$ cat config.mk
export PLATFORM = sky130hd
export DESIGN_NAME = fetch_port_flat
export DESIGN_NICKNAME = d
export VERILOG_FILES = /design/src/mem_pkg.sv /design/src/mem_bus_if.sv /design/src/fetch_port.sv /design/src/flat_wrapper.sv
export SDC_FILE = /design/constraint.sdc
export NUM_CORES = 1
export LEC_CHECK = 0
export BUFFER_PORTS_ARGS = -buffer_cell sky130_fd_sc_hd__buf_2
export CORE_MARGIN = 2
export CORE_UTILIZATION = 40
export DETAILED_ROUTE_END_ITERATION = 8
export PLACE_DENSITY = 0.8
export SLEW_MARGIN = 0
export SYNTH_ARGS = -nofsm -noshare
export SYNTH_HDL_FRONTEND = slang
export SYNTH_SLANG_ARGS = --single-unit
$ cat constraint.sdc
create_clock -name clk -period 3.1 [get_ports clk]
set_input_delay 0 -clock clk [delete_from_list [all_inputs] [get_ports clk]]
set_output_delay 0 -clock clk [all_outputs]
set_load 0.1 [all_outputs]
$ cat src/mem_pkg.sv
package mem_pkg;

  // --------------------------------------------------
  // widths and sizes
  // --------------------------------------------------
  localparam int xlen = 32;
  localparam int ram_words = 256;
  localparam int ram_aw = 8; // word index width, log2 of ram_words

  // --------------------------------------------------
  // operation and state encodings
  // --------------------------------------------------
  typedef enum logic [3:0] {
    op_none = 4'd0,
    op_lb   = 4'd1,
    op_lh   = 4'd2,
    op_lw   = 4'd3,
    op_lbu  = 4'd4,
    op_lhu  = 4'd5,
    op_sb   = 4'd6,
    op_sh   = 4'd7,
    op_sw   = 4'd8
  } lsu_op_t;

  typedef enum logic [1:0] {
    arb_idle  = 2'd0,
    arb_fetch = 2'd1,
    arb_data  = 2'd2
  } arb_state_t;

endpackage

$ cat src/mem_bus_if.sv
`timescale 1ns/1ps

interface mem_bus_if import mem_pkg::*; ();

  logic            req;
  logic            we;
  logic [xlen-1:0] addr;
  logic [xlen-1:0] wdata;
  logic [3:0]      wstrb;
  logic            ack;
  logic [xlen-1:0] rdata; // valid while ack is high

  modport requester (
    output req, we, addr, wdata, wstrb,
    input  ack, rdata
  );

  modport responder (
    input  req, we, addr, wdata, wstrb,
    output ack, rdata
  );

endinterface

$ cat src/fetch_port.sv
`timescale 1ns/1ps

module fetch_port import mem_pkg::*; (
  input  logic            clk,
  input  logic            rst,
  input  logic            fetch_req,
  input  logic [xlen-1:0] fetch_pc,
  output logic            fetch_busy,
  output logic            fetch_valid,
  output logic [xlen-1:0] fetch_instr,
  mem_bus_if.requester    bus
);

  typedef enum logic [1:0] {fp_idle, fp_req, fp_rel} fp_state_t;

  fp_state_t state;

  assign fetch_busy = (state != fp_idle);
  assign bus.we     = 1'b0; // fetches only read
  assign bus.wdata  = '0;
  assign bus.wstrb  = 4'b0000;

  always_ff @(posedge clk) begin
    if (!rst) begin
      state       <= fp_idle;
      bus.req     <= 1'b0;
      fetch_valid <= 1'b0;
    end else begin
      fetch_valid <= 1'b0;
      case (state)
        fp_idle: begin
          if (fetch_req) begin
            bus.req <= 1'b1;
            state   <= fp_req;
          end
        end
        fp_req: begin
          if (bus.ack) begin
            bus.req <= 1'b0;
            state   <= fp_rel;
          end
        end
        default: begin
          if (!bus.ack) begin
            fetch_valid <= 1'b1; // word is already held in fetch_instr
            state       <= fp_idle;
          end
        end
      endcase
    end
  end

  always_ff @(posedge clk) begin
    if (state == fp_idle && fetch_req) begin
      bus.addr <= {fetch_pc[xlen-1:2], 2'b00};
    end
    if (state == fp_req && bus.ack) begin
      fetch_instr <= bus.rdata;
    end
  end

endmodule

$ cat src/flat_wrapper.sv
// flat-port wrapper written by rule: the top's interface ports become plain ports
module fetch_port_flat import mem_pkg::*;
  (clk, rst, fetch_req, fetch_pc, fetch_busy, fetch_valid, fetch_instr, bus_req, bus_we, bus_addr, bus_wdata, bus_wstrb, bus_ack, bus_rdata);
  mem_bus_if bus_i ();
  input  logic clk;
  input  logic rst;
  input  logic fetch_req;
  input  logic [xlen-1:0] fetch_pc;
  output logic fetch_busy;
  output logic fetch_valid;
  output logic [xlen-1:0] fetch_instr;
  output wire logic [$bits(bus_i.req)-1:0] bus_req;
  output wire logic [$bits(bus_i.we)-1:0] bus_we;
  output wire logic [$bits(bus_i.addr)-1:0] bus_addr;
  output wire logic [$bits(bus_i.wdata)-1:0] bus_wdata;
  output wire logic [$bits(bus_i.wstrb)-1:0] bus_wstrb;
  input wire logic [$bits(bus_i.ack)-1:0] bus_ack;
  input wire logic [$bits(bus_i.rdata)-1:0] bus_rdata;
  assign bus_req = bus_i.req;
  assign bus_we = bus_i.we;
  assign bus_addr = bus_i.addr;
  assign bus_wdata = bus_i.wdata;
  assign bus_wstrb = bus_i.wstrb;
  assign bus_i.ack = bus_ack;
  assign bus_i.rdata = bus_rdata;
  fetch_port u_core (.clk(clk), .rst(rst), .fetch_req(fetch_req), .fetch_pc(fetch_pc), .fetch_busy(fetch_busy), .fetch_valid(fetch_valid), .fetch_instr(fetch_instr), .bus(bus_i));
endmodule
* Word level (Yosys, flattened, before mapping)
Index checks and enable logic that the tools add are counted.
Storage, ports and cells: bits in registers 66, latch bits 0, bits in writable memories 0, memory bits (read-only) 0, input port bits 68, output and inout bits 104, logic and storage cells 26, memories 0
Operators by class: add/sub/neg operators 0, multipliers 0, div/mod/pow operators 0, magnitude comparators 0, equality and inequality tests 4, shifts and indexed selects 0, multiplexer cells 8, bitwise operators 1, reductions and logical operators 8
Operators by type and width (count):
- 2-to-1 mux 2 bit | 3
- AND reduction 3 bit | 2
- inequality test 2 bit, second input constant | 2
- one-hot mux 2 bit (2 select lines) | 1
- nonzero test 2 bit | 2
- 2-to-1 mux 1 bit | 3
- inequality test 3 x 1 -> 1 bit, second input constant | 1
- OR reduction 3 bit | 1
- equality test 2 x 1 -> 1 bit, second input constant | 1
- logical AND 1 bit | 2
- zero test 2 bit | 1
- one-hot mux 1 bit (2 select lines) | 1
- NOT 1 bit | 1

* Depth between registers and ports, before layout
word-level depth 3, gate-level depth with buffers 3, depth with buffers taken out 3

* Worst setup path after synthesis
No wires, ideal clock.
path kind register -> register, from reg u_core.state[1], to reg u_core.bus.addr[10], enable pin, setup time 417 ps, data arrival time 2033 ps, path slack 650 ps, cell stages (with the launch flop) 3, path buffers 0, path through dfxtp_1 -> or2_4 -> nor2_1
Between the ends: longest elaborated chain between the ends 2
Ends and longest elaborated chain:
- start: declaration | line fetch_port.sv:16 | fp_state_t state;
- start signal: assignment | line fetch_port.sv:25 | state <= fp_idle;
- start signal: assignment | line fetch_port.sv:34 | state <= fp_req;
- start signal: assignment | line fetch_port.sv:40 | state <= fp_rel;
- zero test 2 bit | line fetch_port.sv:54 | if (state == fp_idle && fetch_req) begin
- logical AND 1 bit | line fetch_port.sv:54
- end signal: assignment | line fetch_port.sv:55 | bus.addr <= {fetch_pc[xlen-1:2], 2'b00};
- end: declaration | line mem_bus_if.sv:14 | output req, we, addr, wdata, wstrb,
Every way passes these cells. A chain may end at the register's enable or synchronous reset.

* Worst setup path after layout
from reg u_core.state[1], to reg u_core.bus.addr[11], enable pin
The elaborated chain is that of the path after synthesis.

==> impl_metrics.tcl <==
set metrics [dict create \
    mappedNetlistArea_sq_um 2330 \
    avgRoutedWirePerCell_microns 14.9 \
    ys_types 15 \
    grt_setup_unrepaired "no" \
    critPathLaunch "u_core.state[1]$_SDFFE_PN0P_" \
    dr.pass1.iters 5 \
    grt_pass1_vias 1702 \
    synth_top_family_by_area "buffers and inverters" \
    final_layout_size_suffix_gt1_share_pct 44.8 \
    fin_crit_sh_pct 44.4 \
    h-tree-depth 3 \
    hold_violations 0 \
    synth_warnings 0 \
    synth_compound_area_share_pct 1.45 \
    layout.nets 398 \
    path_max_fanout 30 \
    die_w_microns 80.3 \
    synth.area.mux_share_pct 0 \
    timing.final.ws_setup_ps 1720 \
    place_congestion 0.683 \
    drt-initial-drc-count 152 \
    cts_resized 0 \
    worst-endpoint-arrival_ps 1370 \
    start_util_pct 41.8 \
    critPathKind "register to register" \
    rr_endpoint "u_core.bus.addr[11]$_DFFE_PP_" \
    powerDensity_nw_per_um2 686 \
    post-cts-setup-buffers 0 \
    cp-end-kind "register" \
    clkSlewWorstSetupHoldPaths_ps 80 \
    drv_cap 0 \
    finalClockSkew_ps 9.01 \
    dieArea_sq_um 6450 \
    holdCritPathClass "input pin to register" \
    fmax_mhz 726 \
    clockBufferDepth 2 \
    cts.sinks 66 \
    holdWs_ps 377 \
    yosysSeqAreaShare_pct 83.4 \
    synthXorXnorAreaFrac_pct 0 \
    r2r_cells 3 \
    mostFrequentLayoutCells "130 x buf_2, 66 x dlygate4sd3_1, 62 x edfxtp_1" \
    p_leak_nw 1.71 \
    dp_hpwl_microns 3570 \
    overflow 0 \
    slew_headroom_pct 66.1 \
    synthSimpleGateAreaFrac_pct 1.99 \
    timing.final.crit_period_ps 1380 \
    r2r-start "u_core.state[1]$_SDFFE_PN0P_" \
    grt_first_pass_wirelength_microns 8340 \
    setup-tns-final_ps 0 \
    cts_tree "built" \
    via_count 1670 \
    startpoint_type "register" \
    slew_violations 0 \
    r2r_slack_ps 1720 \
    grt_usage_pct 18.6 \
    grt_start_max_net_pins 33 \
    syn_avg_cell_area_sq_um 19.1 \
    ir_drop_mv 0.344 \
    cts_root_buffer "clkbuf_8" \
    status "completed" \
    dieHeight_microns 80.3 \
    hold_depth 2 \
    drtAntennaViolNets 0 \
    remaining_drc_errors 0 \
    required_ps 3090 \
    hp-start "fetch_pc[13]" \
    syn_to_final_growth_pct 64.9 \
    hold-path-endpoint "u_core.bus.addr[13]$_DFFE_PP_" \
    tightest_slew_ps 512 \
    setup_viol 0 \
    rows 27 \
    io_buffers 130 \
    finalCoreUtilization_pct 68.9 \
    wl_microns 6060 \
    antenna_found_initial 0 \
    synth_fa_ha_area_share_pct 0 \
    num_io_pins 172 \
    cts_made_buffers 9 \
    layout_commonest_cell "buf_2" \
    dp_slack_ps 1710 \
    vias_per_cell 4.09 \
    core_sq_um 5570 \
    synth_cells 122 \
    synth_seq_cells 66 \
    clkLatencyLatePin_ps 330 \
]
routing by layer:
layer | routed length, microns | up-vias | global-route usage, %
met5 | 0 | - | 0
met4 | 96 | 0 | 9.83
met3 | 479 | 6 | 5.51
met2 | 3440 | 108 | 36.0
met1 | 2040 | 779 | 17.2
li1 | - | 777 | -
critical path, stage by stage (launching register included):
cell and delay [ps]:
dfxtp_1 350, or2_4 270, nor2_2 70, buf_4 350
flip-flops by register name, indices dropped and copies added (netlist names):
name	flops
u_core.fetch_instr	32
u_core.bus.addr	30
u_core.state	2
u_core.bus.req	1
u_core.fetch_valid	1
how the worst max path moves through the flow:
stage                                                to  slack, ps  depth (start not counted)
after floorplan           u_core.bus.addr[10]$_DFFE_PP_        650                          2
after global placement     u_core.bus.addr[6]$_DFFE_PP_       1740                          3
after detailed placement  u_core.bus.addr[18]$_DFFE_PP_       1710                          3
after CTS                 u_core.bus.addr[11]$_DFFE_PP_       1710                          3
after global routing      u_core.bus.addr[11]$_DFFE_PP_       1630                          3
final                     u_core.bus.addr[11]$_DFFE_PP_       1720                          3
layout make-up:
cell class / instances / area [sq um]
Tap cell: 72 / 90.1
Fill cell: 374 / 1730
Clock buffer: 9 / 124
Timing Repair Buffer: 198 / 1330
Antenna cell: 1 / 2.50
Multi-Input combinational cell: 52 / 229
Inverter: 3 / 11.3
Sequential cell: 66 / 1940
Clock inverter: 7 / 116
synth_stat cells:
cell       instances  area, sq um
and3_1             2         12.5
conb_1             1         3.75
o21ai_0            2         10.0
dfxtp_1            4         80.1
and3_2             1         7.51
edfxtp_1          62         1860
inv_1              3         11.3
nor2b_1            1         6.26
a21boi_0           1         7.51
o21bai_1           1         7.51
nand2_1            2         7.51
or2_4              1         8.76
o2111ai_1          1         8.76
buf_4             39          293
nor2_1             1         3.75
logic make-up after synthesis:
logic type	Yosys count
DFF	66
buffers and inverters	42
and+or+nand+nor	8
AOI/OAI and AO/OA	5
other	1
per-stage QoR:
| stage | instance area, sq um | std cells | power [mW] |
|---|---|---|---|
| 6_report | 3840 | 408 | 2.64 |
| 5_1_grt | 3840 | 407 | 2.72 |
| 4_1_cts | 3840 | 407 | 2.64 |
| 3_5_place_dp | 2940 | 325 | 1.73 |
| 3_3_place_gp | 2940 | 325 | 1.72 |
| 2_1_floorplan | 2470 | 160 | 1.67 |
what timing repair did:
action,in CTS,in global routing
setup endpoints to repair,0,0
hold buffers,66,0
hold endpoints to repair,66,0
report_power, final:
part | switching [mW] | total (mW) | internal [mW]
clock | 0.323 | 0.858 | 0.534
combinational | 0.607 | 0.728 | 0.121
sequential | 0.0155 | 1.05 | 1.03
No activity file was read; power rests on OpenSTA's default activity.
