==> src/mem_pkg.sv <==
package mem_pkg;

  // --------------------------------------------------
  // widths and sizes
  // --------------------------------------------------
  localparam int xlen = 32;
  localparam int ram_words = 256;
  localparam int ram_aw = 8; // word index width, log2 of ram_words

  // --------------------------------------------------
  // operation and state encodings
  // --------------------------------------------------
  typedef enum logic [3:0] {
    op_none = 4'd0,
    op_lb   = 4'd1,
    op_lh   = 4'd2,
    op_lw   = 4'd3,
    op_lbu  = 4'd4,
    op_lhu  = 4'd5,
    op_sb   = 4'd6,
    op_sh   = 4'd7,
    op_sw   = 4'd8
  } lsu_op_t;

  typedef enum logic [1:0] {
    arb_idle  = 2'd0,
    arb_fetch = 2'd1,
    arb_data  = 2'd2
  } arb_state_t;

endpackage

==> src/mem_bus_if.sv <==
`timescale 1ns/1ps

interface mem_bus_if import mem_pkg::*; ();

  logic            req;
  logic            we;
  logic [xlen-1:0] addr;
  logic [xlen-1:0] wdata;
  logic [3:0]      wstrb;
  logic            ack;
  logic [xlen-1:0] rdata; // valid while ack is high

  modport requester (
    output req, we, addr, wdata, wstrb,
    input  ack, rdata
  );

  modport responder (
    input  req, we, addr, wdata, wstrb,
    output ack, rdata
  );

endinterface

==> src/load_align.sv <==
`timescale 1ns/1ps

module load_align import mem_pkg::*; (
  input  logic [xlen-1:0] rdata,
  input  lsu_op_t         op,
  input  logic [1:0]      byte_off,
  output logic [xlen-1:0] result
);

  logic [7:0]  sel_byte;
  logic [15:0] sel_half;

  // byte lane picked by the two low address bits
  assign sel_byte = rdata[{byte_off, 3'b000} +: 8];
  assign sel_half = byte_off[1] ? rdata[31:16] : rdata[15:0]; // halfwords are even aligned

  always_comb begin
    case (op)
      op_lb: begin
        result = {{(xlen-8){sel_byte[7]}}, sel_byte};
      end
      op_lbu: begin
        result = {{(xlen-8){1'b0}}, sel_byte};
      end
      op_lh: begin
        result = {{(xlen-16){sel_half[15]}}, sel_half};
      end
      op_lhu: begin
        result = {{(xlen-16){1'b0}}, sel_half};
      end
      default: begin
        result = rdata; // op_lw takes the whole word
      end
    endcase
  end

endmodule

==> src/memory_stage.sv <==
`timescale 1ns/1ps

module memory_stage import mem_pkg::*; (
  input  logic            clk,
  input  logic            rst,
  input  logic            in_valid,
  input  lsu_op_t         in_op,
  input  logic [xlen-1:0] in_addr,
  input  logic [xlen-1:0] in_sdata,
  input  logic [4:0]      in_rd,
  input  logic            flush,
  output logic            stall,
  output logic            wb_valid,
  output logic [4:0]      wb_rd,
  output logic [xlen-1:0] wb_data,
  output logic            exc,
  output logic [xlen-1:0] exc_addr,
  mem_bus_if.requester    bus
);

  typedef enum logic [1:0] {ms_idle, ms_req, ms_rel} ms_state_t;

  ms_state_t       state;
  lsu_op_t         op_q;
  logic            kill; // write-back cancelled by flush
  logic            accept;
  logic            bad_align;
  logic            is_load_q;
  logic [xlen-1:0] ld_result;

  function automatic logic misaligned(lsu_op_t op, logic [1:0] off);
    case (op)
      op_lh, op_lhu, op_sh: misaligned = off[0];
      op_lw, op_sw:         misaligned = |off;
      default:              misaligned = 1'b0;
    endcase
  endfunction

  assign accept    = in_valid && (state == ms_idle);
  assign bad_align = misaligned(in_op, in_addr[1:0]);
  assign stall     = (state != ms_idle);
  assign is_load_q = (op_q == op_lb) || (op_q == op_lh) || (op_q == op_lw) ||
                     (op_q == op_lbu) || (op_q == op_lhu);

  load_align u_align (
    .rdata    (bus.rdata),
    .op       (op_q),
    .byte_off (bus.addr[1:0]),
    .result   (ld_result)
  );

  // --------------------------------------------------
  // handshake control
  // --------------------------------------------------
  always_ff @(posedge clk) begin
    if (!rst) begin
      state    <= ms_idle;
      bus.req  <= 1'b0;
      wb_valid <= 1'b0;
      exc      <= 1'b0;
      kill     <= 1'b0;
    end else begin
      wb_valid <= 1'b0;
      exc      <= 1'b0;
      case (state)
        ms_idle: begin
          if (accept && bad_align) begin
            exc <= ~flush; // exception instead of a bus access
          end else if (accept && in_op != op_none) begin
            bus.req <= 1'b1;
            kill    <= flush;
            state   <= ms_req;
          end
        end
        ms_req: begin
          kill <= kill | flush;
          if (bus.ack) begin
            bus.req <= 1'b0;
            state   <= ms_rel;
          end
        end
        default: begin
          kill <= kill | flush;
          if (!bus.ack) begin
            wb_valid <= is_load_q && (wb_rd != 5'd0) && !kill && !flush; // no write to x0
            state    <= ms_idle;
          end
        end
      endcase
    end
  end

  // --------------------------------------------------
  // operation payload
  // --------------------------------------------------
  always_ff @(posedge clk) begin
    if (accept) begin
      op_q     <= in_op;
      wb_rd    <= in_rd;
      bus.addr <= in_addr;
      exc_addr <= in_addr;
      bus.we   <= (in_op == op_sb) || (in_op == op_sh) || (in_op == op_sw);
      case (in_op)
        op_sb: begin
          bus.wdata <= {4{in_sdata[7:0]}};
          bus.wstrb <= 4'b0001 << in_addr[1:0];
        end
        op_sh: begin
          bus.wdata <= {2{in_sdata[15:0]}};
          bus.wstrb <= in_addr[1] ? 4'b1100 : 4'b0011;
        end
        op_sw: begin
          bus.wdata <= in_sdata;
          bus.wstrb <= 4'b1111;
        end
        default: begin
          bus.wdata <= '0;
          bus.wstrb <= 4'b0000;
        end
      endcase
    end
    if (state == ms_req && bus.ack) begin
      wb_data <= ld_result; // rdata is only valid with ack
    end
  end

  a_req_stable: assert property (@(posedge clk) disable iff (!rst)
    (bus.req && !bus.ack) |=> (bus.req && $stable(bus.addr) && $stable(bus.we) &&
                              $stable(bus.wdata) && $stable(bus.wstrb)));

endmodule

==> src/flat_wrapper.sv <==
// flat-port wrapper written by rule: the top's interface ports become plain ports
module memory_stage_flat import mem_pkg::*;
  (clk, rst, in_valid, in_op, in_addr, in_sdata, in_rd, flush, stall, wb_valid, wb_rd, wb_data, exc, exc_addr, bus_req, bus_we, bus_addr, bus_wdata, bus_wstrb, bus_ack, bus_rdata);
  mem_bus_if bus_i ();
  input  logic clk;
  input  logic rst;
  input  logic in_valid;
  input  lsu_op_t in_op;
  input  logic [xlen-1:0] in_addr;
  input  logic [xlen-1:0] in_sdata;
  input  logic [4:0] in_rd;
  input  logic flush;
  output logic stall;
  output logic wb_valid;
  output logic [4:0] wb_rd;
  output logic [xlen-1:0] wb_data;
  output logic exc;
  output logic [xlen-1:0] exc_addr;
  output wire logic [$bits(bus_i.req)-1:0] bus_req;
  output wire logic [$bits(bus_i.we)-1:0] bus_we;
  output wire logic [$bits(bus_i.addr)-1:0] bus_addr;
  output wire logic [$bits(bus_i.wdata)-1:0] bus_wdata;
  output wire logic [$bits(bus_i.wstrb)-1:0] bus_wstrb;
  input wire logic [$bits(bus_i.ack)-1:0] bus_ack;
  input wire logic [$bits(bus_i.rdata)-1:0] bus_rdata;
  assign bus_req = bus_i.req;
  assign bus_we = bus_i.we;
  assign bus_addr = bus_i.addr;
  assign bus_wdata = bus_i.wdata;
  assign bus_wstrb = bus_i.wstrb;
  assign bus_i.ack = bus_ack;
  assign bus_i.rdata = bus_rdata;
  memory_stage u_core (.clk(clk), .rst(rst), .in_valid(in_valid), .in_op(in_op), .in_addr(in_addr), .in_sdata(in_sdata), .in_rd(in_rd), .flush(flush), .stall(stall), .wb_valid(wb_valid), .wb_rd(wb_rd), .wb_data(wb_data), .exc(exc), .exc_addr(exc_addr), .bus(bus_i));
endmodule
==> config.mk <==
export PLATFORM = sky130hd
export DESIGN_NAME = memory_stage_flat
export DESIGN_NICKNAME = d
export VERILOG_FILES = /design/src/mem_pkg.sv /design/src/mem_bus_if.sv /design/src/load_align.sv /design/src/memory_stage.sv /design/src/flat_wrapper.sv
export SDC_FILE = /design/constraint.sdc
export NUM_CORES = 1
export LEC_CHECK = 0
export ABC_CLOCK_PERIOD_IN_PS = 4780
export BUFFER_PORTS_ARGS = -buffer_cell sky130_fd_sc_hd__buf_2
export CELL_PAD_IN_SITES_DETAIL_PLACEMENT = 1
export CELL_PAD_IN_SITES_GLOBAL_PLACEMENT = 1
export CORE_ASPECT_RATIO = 0.75
export CORE_MARGIN = 5
export CORE_UTILIZATION = 33
export CTS_BUF_LIST = sky130_fd_sc_hd__clkbuf_8
export DETAILED_ROUTE_END_ITERATION = 7
export PLACE_DENSITY = 0.86
export SETUP_SLACK_MARGIN = 0.02
export SLEW_MARGIN = 30
export SYNTH_ARGS = -nofsm -noshare
export SYNTH_HDL_FRONTEND = slang
export SYNTH_HIERARCHICAL = 1
export SYNTH_SLANG_ARGS = --single-unit
==> constraint.sdc <==
create_clock -name clk -period 4.78 [get_ports clk]
set_input_delay 0 -clock clk [delete_from_list [all_inputs] [get_ports clk]]
set_output_delay 0 -clock clk [all_outputs]
set_load 0.03 [all_outputs]
# Yosys cells after proc, flatten, opt, wreduce, memory -nomap -nowiden
# Cells that the tools add are included.
# word_totals
wordCells	79
register_bits	116
output_inout_bits	142
# classes
n_reduce_logical	28
bitwise	3
eq_ne	16
n_mux	18
shifts	2
# ops
op	n
32-bit one-hot mux with 4 select lines	1
32-bit one-hot mux with 3 select lines	1
32-bit by 6-bit indexed part select with 8-bit output	1
4-bit by 3-bit == test with 1-bit output (second input constant)	5
4-bit by 2-bit == test with 1-bit output (second input constant)	4
16-bit 2-to-1 mux	1
4-bit one-hot mux with 3 select lines	1
2-bit 2-to-1 mux	4
4-bit AND reduction	2
1-bit logical AND	7
1-bit logical OR	6
1-bit 2-to-1 mux	6
2-bit inequality test (second input constant)	3
5-bit nonzero test	1
4-bit by 1-bit == test with 1-bit output (second input constant)	1
4-bit == test (second input constant)	1
4-bit 2-to-1 mux	1
1-bit one-hot mux with 2 select lines	2
2-bit one-hot mux with 2 select lines	1
2-bit nonzero test	2
4-bit nonzero test	1
2-bit OR reduction	2
4-bit OR reduction	1
1-bit by 2-bit left shift with 4-bit output (first input constant)	1
other kinds (9)	11

# Depth between registers and ports, before layout
# depth
word_depth	8
mapped_depth	7

# Cells and area by module
# The synthesis kept the hierarchy.
# by_module_without_submodules
mod	area_per_inst_um2	n_inst	cells_per_inst
memory_stage	4383.0	1	258
load_align	693.2	1	92

# Least setup slack after synthesis
# OpenSTA, ideal clock, no wires.
# synth_timing
kind	reg2reg
from	register u_core.state[1]
to	register u_core.exc
synth_period_minus_slack_ns	4.818
t_arrival_ns	4.740
path_stages_with_launch	5
setup_time_ns	0.079
setup_slack_ns	-0.038
cell_sequence	dfxtp_1 -> or2_2 -> clkbuf_1 -> nor2_1 -> and4b_1
# synth_via
elab_chain_cells	4
# synth_lines
item	line_no	rtl
from (decl)	memory_stage.sv:23	ms_state_t state;
from (signal assigned)	memory_stage.sv:57	state <= ms_idle;
from (signal assigned)	memory_stage.sv:72	state <= ms_req;
from (signal assigned)	memory_stage.sv:79	state <= ms_rel;
2-bit logical NOT	memory_stage.sv:39	assign accept = in_valid && (state == ms_idle);
1-bit logical AND	memory_stage.sv:39	
net u_core.accept	memory_stage.sv:26	logic accept;
1-bit logical AND	memory_stage.sv:67	if (accept && bad_align) begin
3-bit AND reduction (no line)	-	
to (signal assigned)	memory_stage.sv:68	exc <= ~flush;
to (decl)	memory_stage.sv:16	output logic exc,
# The timed path passes the listed nets, and every way through them passes these cells.
# A chain may end at the register's enable or synchronous reset.

# Worst setup path in the final report
# layout_timing
from	register u_core.op_q[0]
to	register u_core.wb_data[3] (data pin)
# layout_via
elab_chain_cells	2
word_cells_on_any_way	5
# layout_lines
item	line_no	rtl
from (decl)	memory_stage.sv:24	lsu_op_t op_q;
from (signal assigned)	memory_stage.sv:98	op_q <= in_op;
4-bit by 3-bit == test with 1-bit output (tied with other cells)	load_align.sv:18	case (op)
32-bit one-hot mux with 4 select lines *	load_align.sv:18	
net u_core.ld_result[3]	memory_stage.sv:29	logic [xlen-1:0] ld_result;
to (signal assigned)	memory_stage.sv:123	wb_data <= ld_result;
to (decl)	memory_stage.sv:15	output logic [xlen-1:0] wb_data,
# Mark *: on every way through the listed nets, which the timed path passes. The rest lies on a longest branch.

==> impl_metrics.toml <==
[logic_synthesis]
synthesis.instances = 350
synth_enable_flop_cells = 110
seq_area_frac_synth_pct = 67.4
synthFlopType = "edfxtp_1"
netlist_area_um2 = 5080
synth_seq_cells = 116
yosysWarnings = 6
synth_top_area_share_pct = 65.1
synth.most_common_cell = "edfxtp_1"
yosysTopAreaCell = "edfxtp_1"
synthTopCellsByArea = "edfxtp_1 65%, buf_4 4.7%, mux2i_1 3.2%"
synth_cell_type_count = 48
synth_nets = 460
synthArstFlopShare_pct = 0
avgSynthCellArea_um2 = 14.5
yosys-top-cells-count = "110 x edfxtp_1, 32 x buf_4, 26 x nand2_1"

[sta]
final-hold-violation-count = 0
worst_slack_ns = 2.03
tightest_slew_ns = 0.972
timing.fmax_mhz = 364
tns_ns = 0
min_period_ns = 2.75
fin_skew_ns = 0.00705
finalSetupViolations = 0
relSlewSlack_pct = 34.9
fin_crit_sh_pct = 57.5
rsz0062_at_grt = "false"
slew_violations = 0

[global_route]
grt_pass1_wl_um = 28900
overflow = 0
grt_pass1_vias = 5029
grt_max_degree = 81
antenna_found_initial = 2
gr-usage-all-layers_pct = 20.9

[critical_path]
critPathArrivalTime_ns = 2.94
path_class = "reg -> reg"
critPathCaptureType = "flop"
crit_fanout = 31
worstRegToRegCells = 4
start_kind = "flop"
required_ns = 4.98

[drt]
vias = 4502
final_antenna_net_count = 0
wl_per_cell_um = 20.7
drt_iter0_drc = 242
dr.pass1.iters = 7
routed_wl_um = 19300
drt-vias-per-instance = 4.84
drc = 0

[layout]
drive_above_1_share_pct = 42.3
areaGrowthSynthToFinish_pct = 59.0
layout.nets = 821

[clocking]
htree_levels = 4
cts_resized = 0
path_clk_slew_ns = 0.07
worstSkewPairLatency_ns = 0.44
cts_buffers = 17
cts_sinks = 116
root_buffer = "clkbuf_8"
clockBufferDepth = 2
tritoncts = "built"

[placed_design]
dp_slack_ns = 2.45
gp_congestion = 0.816
port_buffers = 251
hpwl_um = 11700

[floorplanning]
io_pins = 252
core_um2 = 15200
initial_utilization_pct = 33.4
die_x_um = 153
num_rows = 39
chipHeight_um = 117
fp.dieArea_um2 = 18000

[power_and_ir_drop]
peakVddDrop_mv = 0.163
powerDensity_nw_per_um2 = 343
p_leak_nw = 3.59

[outcome]
status = "complete, no violations"

[flow_run]
cap_violations = 0

[hold_path]
worstHoldPathType = "in -> reg"
hold_depth = 1
[worst paths after layout]
path	startpoint	to	slack (ns)
setup / recovery	u_core/op_q[0]$_DFFE_PP_	u_core/wb_data[3]$_DFFE_PP_	2.03
hold reg to reg	u_core/bus.req$_SDFFE_PN0P_	u_core/bus.req$_SDFFE_PN0P_	0.53
hold / removal	in_op[0]	u_core/op_q[0]$_DFFE_PP_	0.07
setup reg to reg	u_core/op_q[0]$_DFFE_PP_	u_core/wb_data[3]$_DFFE_PP_	2.03
[repair_timing]
| action | in CTS | in global routing |
|---|---|---|
| hold buffers | 135 | 0 |
| endpoints found under the hold margin | 110 | 0 |
| setup buffers | 0 | 0 |
[final cells by class]
| class | count | area [µm²] |
|---|---|---|
| fill | 1609 | 7100 |
| sequential | 116 | 3420 |
| timing repair buffer | 390 | 2640 |
| multi-input combinational | 183 | 1320 |
| tap | 205 | 256 |
| clock buffer | 18 | 248 |
| clock inverter | 14 | 163 |
| inverter | 3 | 11.3 |
| antenna | 2 | 5.00 |
[cells by family after synthesis]
group | synth area share (%)
buf+inv | 6.80
compound gates | 12.1
xor+xnor | 0.173
simple gates | 8.31
flops | 67.4
mux | 5.15
[metal layers]
| metal | global-route usage [%] | part of all wire (%) | up-vias |
|---|---|---|---|
| met4 | 10.5 | 3.8 | 0 |
| li1 | - | - | 2046 |
| met5 | 0 | 0 | - |
| met2 | 38.4 | 54 | 200 |
| met3 | 5.93 | 6.2 | 49 |
| met1 | 21.6 | 36 | 2207 |
[placed cells by master, fill, tap and decap left out, types with 10 or more instances in the layout]
cell,n
a21o_1,16
a22o_1,16
buf_2,251
clkbuf_8,18
dlygate4sd3_1,135
edfxtp_1,110
mux2i_1,16
nand2_1,26
nor2_1,11
o211ai_1,10
o21ai_0,13
[metrics by stage]
stage	instances	util, %	instance area (µm²)	hold slack (ns)	power (mW)
global placement	761	41.4	6290	0.178	1.72
global route	931	53.2	8070	0.0430	2.88
detailed placement	761	41.4	6290	0.178	1.74
finish	931	53.2	8070	0.0696	2.77
CTS	928	53.0	8050	0.0364	2.78
floorplan	350	-	5080	0.0989	1.59
[registers in the layout, summed over array words and instances, names as in the netlist]
name	cells
u_core/wb_data	32
u_core/bus.wstrb	4
u_core/bus.we	1
u_core/wb_rd	5
u_core/op_q	4
u_core/kill	1
u_core/state	2
u_core/bus.req	1
u_core/exc_addr	32
u_core/bus.wdata	32
u_core/wb_valid	1
u_core/exc	1
[power by group]
group	leakage, nW	switching, mW	internal [mW]	total (mW)
clock	0.206	0.421	0.526	0.947
sequential	1.11	0.0395	1.21	1.24
combinational	2.27	0.357	0.219	0.576
total	3.59	0.818	1.95	2.77
[worst max-delay path, stage by stage (launching register included)]
cell	delay, ns
edfxtp_1	0.54
o21a_1	0.25
or3_2	0.72
a221o_1	0.43
dlygate4sd3_1	0.55
(Power assumes the default switching activity.)
