<file path="config.mk">
export PLATFORM = sky130hd
export DESIGN_NAME = bus_arbiter_flat
export DESIGN_NICKNAME = d
export VERILOG_FILES = /design/src/mem_pkg.sv /design/src/mem_bus_if.sv /design/src/bus_arbiter.sv /design/src/flat_wrapper.sv
export SDC_FILE = /design/constraint.sdc
export NUM_CORES = 1
export LEC_CHECK = 0
export ABC_AREA = 1
export ABC_CLOCK_PERIOD_IN_PS = 6500
export BUFFER_PORTS_ARGS = -buffer_cell sky130_fd_sc_hd__clkbuf_2
export CAP_MARGIN = 20
export CORE_AREA = 4 4 117 119
export CTS_CLUSTER_SIZE = 24
export DETAILED_ROUTE_END_ITERATION = 10
export DIE_AREA = 0 0 121 123
export MAX_ROUTING_LAYER = met4
export PLACE_DENSITY = 0.82
export REMOVE_ABC_BUFFERS = 1
export SETUP_SLACK_MARGIN = 0.1
export SYNTH_ARGS = -nofsm -noshare
export SYNTH_HDL_FRONTEND = slang
export SYNTH_SLANG_ARGS = --single-unit
</file>
<file path="constraint.sdc">
create_clock -name clk -period 6.5 [get_ports clk]
set_input_delay 1.3 -clock clk [delete_from_list [all_inputs] [get_ports clk]]
set_output_delay 1.3 -clock clk [all_outputs]
set_load 0.01 [all_outputs]
</file>
<file path="src/mem_pkg.sv">
package mem_pkg;

  // --------------------------------------------------
  // widths and sizes
  // --------------------------------------------------
  localparam int xlen = 32;
  localparam int ram_words = 256;
  localparam int ram_aw = 8; // word index width, log2 of ram_words

  // --------------------------------------------------
  // operation and state encodings
  // --------------------------------------------------
  typedef enum logic [3:0] {
    op_none = 4'd0,
    op_lb   = 4'd1,
    op_lh   = 4'd2,
    op_lw   = 4'd3,
    op_lbu  = 4'd4,
    op_lhu  = 4'd5,
    op_sb   = 4'd6,
    op_sh   = 4'd7,
    op_sw   = 4'd8
  } lsu_op_t;

  typedef enum logic [1:0] {
    arb_idle  = 2'd0,
    arb_fetch = 2'd1,
    arb_data  = 2'd2
  } arb_state_t;

endpackage

</file>
<file path="src/mem_bus_if.sv">
`timescale 1ns/1ps

interface mem_bus_if import mem_pkg::*; ();

  logic            req;
  logic            we;
  logic [xlen-1:0] addr;
  logic [xlen-1:0] wdata;
  logic [3:0]      wstrb;
  logic            ack;
  logic [xlen-1:0] rdata; // valid while ack is high

  modport requester (
    output req, we, addr, wdata, wstrb,
    input  ack, rdata
  );

  modport responder (
    input  req, we, addr, wdata, wstrb,
    output ack, rdata
  );

endinterface

</file>
<file path="src/bus_arbiter.sv">
`timescale 1ns/1ps

module bus_arbiter import mem_pkg::*; (
  input  logic         clk,
  input  logic         rst,
  mem_bus_if.responder fetch_bus,
  mem_bus_if.responder data_bus,
  mem_bus_if.requester ram_bus
);

  arb_state_t      state;
  logic            last_data; // data side got the previous grant
  logic            fetch_ack;
  logic            data_ack;
  logic [xlen-1:0] rdata_q;
  logic            pick_data;
  logic            up_req;
  logic            up_ack;

  // on a tie the side not served last wins
  assign pick_data = data_bus.req && (!fetch_bus.req || !last_data);
  assign up_req    = (state == arb_data) ? data_bus.req : fetch_bus.req;
  assign up_ack    = fetch_ack | data_ack;

  assign fetch_bus.ack   = fetch_ack;
  assign data_bus.ack    = data_ack;
  assign fetch_bus.rdata = fetch_ack ? rdata_q : '0;
  assign data_bus.rdata  = data_ack ? rdata_q : '0;

  // --------------------------------------------------
  // grant and handshake relay
  // --------------------------------------------------
  always_ff @(posedge clk) begin
    if (!rst) begin
      state       <= arb_idle;
      last_data   <= 1'b0;
      fetch_ack   <= 1'b0;
      data_ack    <= 1'b0;
      ram_bus.req <= 1'b0;
    end else begin
      case (state)
        arb_idle: begin
          if (fetch_bus.req || data_bus.req) begin
            state       <= pick_data ? arb_data : arb_fetch;
            last_data   <= pick_data;
            ram_bus.req <= 1'b1;
          end
        end
        default: begin
          if (ram_bus.req && ram_bus.ack) begin
            fetch_ack <= (state == arb_fetch);
            data_ack  <= (state == arb_data);
          end
          if (up_ack && !up_req) begin
            ram_bus.req <= 1'b0; // requester has released
          end
          if (!ram_bus.req && !ram_bus.ack) begin
            fetch_ack <= 1'b0;
            data_ack  <= 1'b0;
            state     <= arb_idle; // grant held until the RAM drops ack
          end
        end
      endcase
    end
  end

  always_ff @(posedge clk) begin
    if (state == arb_idle) begin
      ram_bus.we    <= pick_data ? data_bus.we    : fetch_bus.we;
      ram_bus.addr  <= pick_data ? data_bus.addr  : fetch_bus.addr;
      ram_bus.wdata <= pick_data ? data_bus.wdata : fetch_bus.wdata;
      ram_bus.wstrb <= pick_data ? data_bus.wstrb : fetch_bus.wstrb;
    end
    if (ram_bus.req && ram_bus.ack) begin
      rdata_q <= ram_bus.rdata;
    end
  end

  a_one_ack: assert property (@(posedge clk) disable iff (!rst)
    !(fetch_bus.ack && data_bus.ack));

endmodule

</file>
<file path="src/flat_wrapper.sv">
// flat-port wrapper written by rule: the top's interface ports become plain ports
module bus_arbiter_flat import mem_pkg::*;
  (clk, rst, fetch_bus_req, fetch_bus_we, fetch_bus_addr, fetch_bus_wdata, fetch_bus_wstrb, fetch_bus_ack, fetch_bus_rdata, data_bus_req, data_bus_we, data_bus_addr, data_bus_wdata, data_bus_wstrb, data_bus_ack, data_bus_rdata, ram_bus_req, ram_bus_we, ram_bus_addr, ram_bus_wdata, ram_bus_wstrb, ram_bus_ack, ram_bus_rdata);
  mem_bus_if fetch_bus_i ();
  mem_bus_if data_bus_i ();
  mem_bus_if ram_bus_i ();
  input  logic clk;
  input  logic rst;
  input wire logic [$bits(fetch_bus_i.req)-1:0] fetch_bus_req;
  input wire logic [$bits(fetch_bus_i.we)-1:0] fetch_bus_we;
  input wire logic [$bits(fetch_bus_i.addr)-1:0] fetch_bus_addr;
  input wire logic [$bits(fetch_bus_i.wdata)-1:0] fetch_bus_wdata;
  input wire logic [$bits(fetch_bus_i.wstrb)-1:0] fetch_bus_wstrb;
  output wire logic [$bits(fetch_bus_i.ack)-1:0] fetch_bus_ack;
  output wire logic [$bits(fetch_bus_i.rdata)-1:0] fetch_bus_rdata;
  input wire logic [$bits(data_bus_i.req)-1:0] data_bus_req;
  input wire logic [$bits(data_bus_i.we)-1:0] data_bus_we;
  input wire logic [$bits(data_bus_i.addr)-1:0] data_bus_addr;
  input wire logic [$bits(data_bus_i.wdata)-1:0] data_bus_wdata;
  input wire logic [$bits(data_bus_i.wstrb)-1:0] data_bus_wstrb;
  output wire logic [$bits(data_bus_i.ack)-1:0] data_bus_ack;
  output wire logic [$bits(data_bus_i.rdata)-1:0] data_bus_rdata;
  output wire logic [$bits(ram_bus_i.req)-1:0] ram_bus_req;
  output wire logic [$bits(ram_bus_i.we)-1:0] ram_bus_we;
  output wire logic [$bits(ram_bus_i.addr)-1:0] ram_bus_addr;
  output wire logic [$bits(ram_bus_i.wdata)-1:0] ram_bus_wdata;
  output wire logic [$bits(ram_bus_i.wstrb)-1:0] ram_bus_wstrb;
  input wire logic [$bits(ram_bus_i.ack)-1:0] ram_bus_ack;
  input wire logic [$bits(ram_bus_i.rdata)-1:0] ram_bus_rdata;
  assign fetch_bus_i.req = fetch_bus_req;
  assign fetch_bus_i.we = fetch_bus_we;
  assign fetch_bus_i.addr = fetch_bus_addr;
  assign fetch_bus_i.wdata = fetch_bus_wdata;
  assign fetch_bus_i.wstrb = fetch_bus_wstrb;
  assign fetch_bus_ack = fetch_bus_i.ack;
  assign fetch_bus_rdata = fetch_bus_i.rdata;
  assign data_bus_i.req = data_bus_req;
  assign data_bus_i.we = data_bus_we;
  assign data_bus_i.addr = data_bus_addr;
  assign data_bus_i.wdata = data_bus_wdata;
  assign data_bus_i.wstrb = data_bus_wstrb;
  assign data_bus_ack = data_bus_i.ack;
  assign data_bus_rdata = data_bus_i.rdata;
  assign ram_bus_req = ram_bus_i.req;
  assign ram_bus_we = ram_bus_i.we;
  assign ram_bus_addr = ram_bus_i.addr;
  assign ram_bus_wdata = ram_bus_i.wdata;
  assign ram_bus_wstrb = ram_bus_i.wstrb;
  assign ram_bus_i.ack = ram_bus_ack;
  assign ram_bus_i.rdata = ram_bus_rdata;
  bus_arbiter u_core (.clk(clk), .rst(rst), .fetch_bus(fetch_bus_i), .data_bus(data_bus_i), .ram_bus(ram_bus_i));
endmodule
</file>
==> After elaboration in Yosys (flattened, before gate mapping) <==
Index checks and enable logic that the tools add are counted.
{ "op_classes": {"reduce_logical": 19, "n_eq_ne": 3, "add_sub_neg": 0, "mul": 0, "order_cmp": 0, "div": 0, "bitwise": 2, "n_mux": 18, "n_shift": 0} }
{ "ops": {"columns": ["cell", "count"], "rows": [
  ["2-to-1 mux 32 bit", 4],
  ["2-to-1 mux 1 bit", 9],
  ["2-to-1 mux 2 bit", 4],
  ["AND reduction 2 bit", 4],
  ["nonzero test 2 bit", 3],
  ["logical NOT 1 bit", 5],
  ["logical AND 1 bit", 4],
  ["2-to-1 mux 4 bit", 1],
  ["== test 2 x 1 -> 1 bit, second input constant", 1],
  ["== test 2 bit, second input constant", 1],
  ["logical NOT 2 bit", 1],
  ["logical OR 1 bit", 2],
  ["!= test 2 x 1 -> 1 bit, second input constant", 1],
  ["NOT 1 bit", 1],
  ["bitwise OR 1 bit", 1]
]} }
{ "totals": {"latchBits": 0, "memories": 0, "wordCells": 52, "inputBits": 175, "rom_bits": 0, "register_bits": 107, "ram_bits": 0, "output_inout_bits": 136} }

==> Longest topological paths before layout <==
{ "logic_depth": {"word_depth": 6, "mapped_depth": 7, "depth_no_buf": 6} }

==> Worst setup path before layout <==
No wires, ideal clock.
{ "synth_path": {"path_kind": "register -> register", "start": "register u_core.state[1]", "end": "register u_core.state[0]", "period_less_slack_ns": 4.338, "path_slack_ns": 2.162, "stages_incl_launch_ff": 5, "setup_ns": 0.058, "arrival_time_ns": 4.281, "n_path_buf": 0, "t_required_ns": 6.442, "cell_sequence": "dfxtp_1 > nor2_1 > o21ai_0 > nor2_1 > o21a_1"} }
{ "synth_via": {"elab_chain_cells": 3, "elab_cells_between_ends": 5, "cone_classes": "eq/ne: 1; mux: 1; reduce/logical: 3"} }
{ "synth_rtl": {"columns": ["item", "line", "source"], "rows": [
  ["from (decl)", "bus_arbiter.sv:11", "arb_state_t state;"],
  ["from (signal assigned)", "bus_arbiter.sv:35", "state <= arb_idle;"],
  ["from (signal assigned)", "bus_arbiter.sv:44", "state <= pick_data ? arb_data : arb_fetch;"],
  ["from (signal assigned)", "bus_arbiter.sv:60", "state <= arb_idle;"],
  ["logical NOT 2 bit (*)", "bus_arbiter.sv:41", "case (state)"],
  ["!= test 2 x 1 -> 1 bit (no line) or nonzero test 2 bit (tied branches)", null, null],
  ["AND reduction 2 bit (no line)", null, null]
]} }
Mark *: on every way between the ends. The rest lies on a longest branch, timed or not.
A chain may end at the register's enable or synchronous reset.

==> Final worst setup path <==
{ "layout_path": {"start": "register u_core.data_ack (netlist: u_core.data_bus.ack)", "end": "output data_bus_rdata[2]"} }
{ "layout_via": {"elab_chain_cells": 1} }
{ "layout_rtl": {"columns": ["item", "line", "source"], "rows": [
  ["from (decl)", "bus_arbiter.sv:14", "logic data_ack;"],
  ["from (signal assigned)", "bus_arbiter.sv:52", "data_ack <= (state == arb_data);"],
  ["2-to-1 mux 32 bit", "bus_arbiter.sv:28", "assign data_bus.rdata = data_ack ? rdata_q : '0;"],
  ["to (decl)", "flat_wrapper.sv:22", "output wire logic [$bits(data_bus_i.rdata)-1:0] data_bus_rdata;"]
]} }
Every way passes these cells.

==> impl_metrics.json <==
{
  "drv_cap": 0,
  "cts_setup_buffers": 0,
  "leakage_nw": 3.95,
  "place_inst": 964,
  "cp_max_fo": 25,
  "area_growth_pct": 44.7,
  "fillers": 1125,
  "postCtsHoldBufs": 0,
  "grt_pass1_wl_microns": 19300,
  "clk_latency_ps": 330,
  "r2r_cells": 2,
  "n_antenna_cell": 0,
  "status": "finished clean",
  "cp-endpoint": "data_bus_rdata[2]",
  "num_vias": 4190,
  "crit_chain": "buf_16 > nand2_1 > inv_1 > clkbuf_2",
  "powerDensity_nw_per_um2": 263,
  "timing.final.crit_share_pct": 41.8,
  "viasPerCell": 4.26,
  "synth_area_per_cell_sq_um": 9.35,
  "drtIter0Drc": 220,
  "wl_microns": 13600,
  "core_sq_um": 12600,
  "fmax_ghz": 0.368,
  "start_kind": "register",
  "portBuffers": 310,
  "clk_pin_slew_worst_paths_ps": 70,
  "crit_required_ps": 5200,
  "die_x_microns": 121,
  "hold_ws_ps": 503,
  "crit_type": "register to output pin",
  "r2r-start": "u_core.state[1]",
  "grt_use_total_pct": 17.5,
  "fin_nets": 983,
  "reg2reg_setup_slack_ps": 4370,
  "synth-seq-area-share_pct": 67.3,
  "drc_errors": 0,
  "worstSetupStartpoint": "u_core.data_bus.ack",
  "antenna_left": 0,
  "die_h_microns": 123,
  "layout.cells.non_filler": 983,
  "syn_area_sq_um": 4680,
  "gp_congestion": 0.790,
  "synth_cell_types": 16,
  "clock_skew_ps": 7.29,
  "finalHoldViolations": 0,
  "r2r-end": "u_core.ram_bus.addr[30]",
  "io_pins": 311,
  "slew_viol_final": 0,
  "cts_buffers": 9,
  "vdd_drop_max_mv": 0.140,
  "post_drt_wl_per_cell_microns": 13.8,
  "critical_path_arrival_ps": 1420,
  "hpwl_microns": 10800,
  "tns_ps": 0,
  "setup_viol": 0,
  "tightest_slew_ps": 1010,
  "relSlewSlack_pct": 32.4,
  "cts_resized": 0,
  "grt_overflow": 0,
  "first_pass_iters": 5,
  "antenna_found_initial": 0,
  "slowest_delay_ps": 610,
  "ys_ff_latch": 107,
  "fin_crit_ps": 2720,
  "ys_warn_count": 0,
  "cp-end-kind": "output pin",
  "clkSinkCount": 107,
  "clk_path_buf_depth": 2,
  "syn_inst": 501,
  "die_area_sq_um": 14900,
  "rows": 41,
  "first_global_vias": 3821,
  "htree_levels": 3,
  "cts_tree": "yes",
  "initial_core_util_pct": 37.3,
  "rsz0062_at_grt": "no",
  "hp-start": "u_core.ram_bus.req",
  "grt_max_degree": 72,
  "drive_gt1_share_pct": 41.2,
  "crit_slowest_cell": "dfxtp_1",
  "hold_path.class": "register to register",
  "cts-root-buf": "clkbuf_16"
}
## power by group
group	leakage, nW	total (mW)	switching (mW)	internal [mW]
Clock	0.148	0.566	0.231	0.335
Sequential	1.05	0.895	0.0300	0.865
Combinational	2.75	0.323	0.198	0.125
## placed cells by master, fill, tap and decap left out, types with 3 or more instances in the layout
master     synthesis  layout
buf_4              0       3
clkbuf_16          0       9
clkbuf_2           0     310
nor2_1             4       3
inv_1             70      70
a21oi_1            5       5
edfxtp_1         101     101
dfxtp_1            6       6
nand2_1          282     282
## worst max-delay path: cells and delay by family, from the launching register on
| kind | cells | cell delay (ps) |
|---|---|---|
| DFF | 1 | 610 |
| and+or+nand+nor | 1 | 70 |
| buffers and inverters | 3 | 400 |
## cell type report
cell class	instances	area (sq um)	share of cell area [%]
Clock inverter	6	80.1	1.18
Multi-Input combinational cell	300	1180	17.4
Clock buffer	10	229	3.38
Timing Repair Buffer	316	1650	24.3
Sequential cell	107	3150	46.5
Inverter	72	270	3.99
Tap cell	172	215	3.17
## cells by family (layout without fill, tap and decap cells)
| kind of cell | Yosys count | after routing | share of synthesized area [%] |
|---|---|---|---|
| buffers and inverters | 94 | 404 | 7.61 |
| and+or+nand+nor | 289 | 289 | 23.3 |
| AOI/OAI and AO/OA | 9 | 9 | 1.26 |
| adders and majority gates | 2 | 2 | 0.534 |
| DFF | 107 | 107 | 67.3 |
## metal layers
metal  wire (microns)  up-vias  track usage, %  part of all wire (%)
li1                 -     2140               -                     -
met1             5020     1807            19.2                    37
met2             7000      227            30.9                    51
met3             1260       16            3.80                   9.2
met4              316        0            7.08                   2.3
met5                0        -               -                     0
## worst min path at each step
stage / endpoint / depth (start not counted)
after detailed placement: u_core.ram_bus.req / 2
final: u_core.ram_bus.req / 2
after floorplan: u_core.last_data / 2
after global placement: u_core.ram_bus.req / 2
after global routing: u_core.ram_bus.req / 2
after CTS: u_core.ram_bus.req / 2
## stage by stage
stage / power, mW / utilization [%] / setup slack (ps) / instance area (sq um)
finish: 1.78 / 53.9 / 3780 / 6780
global route: 1.87 / 53.9 / 3660 / 6780
CTS: 1.80 / 53.3 / 3410 / 6700
detailed placement: 1.24 / 50.9 / 3770 / 6390
global placement: 1.23 / 50.9 / 3810 / 6390
floorplan: 1.06 / - / 2160 / 4600
## flip-flops by register name, indices dropped and copies added (netlist names)
name                  flops
u_core.ram_bus.addr      32
u_core.ram_bus.wdata     32
u_core.rdata_q           32
u_core.ram_bus.wstrb      4
u_core.state              2
u_core.data_bus.ack       1
u_core.fetch_bus.ack      1
u_core.last_data          1
u_core.ram_bus.req        1
u_core.ram_bus.we         1
## cells in the mapped netlist
library cell,instances,area share (%)
edfxtp_1,101,65
a21oi_1,5,0.53
nand4_1,1,0.13
buf_2,3,0.32
inv_1,70,5.6
or2_2,1,0.13
ha_1,2,0.53
nor2_1,4,0.32
o21ai_0,2,0.21
nand3_1,1,0.11
dfxtp_1,6,2.6
o21a_1,1,0.16
a21oi_4,1,0.35
nand2_1,282,23
inv_2,2,0.16
clkbuf_1,19,1.5
No activity file was read; power rests on OpenSTA's default activity.
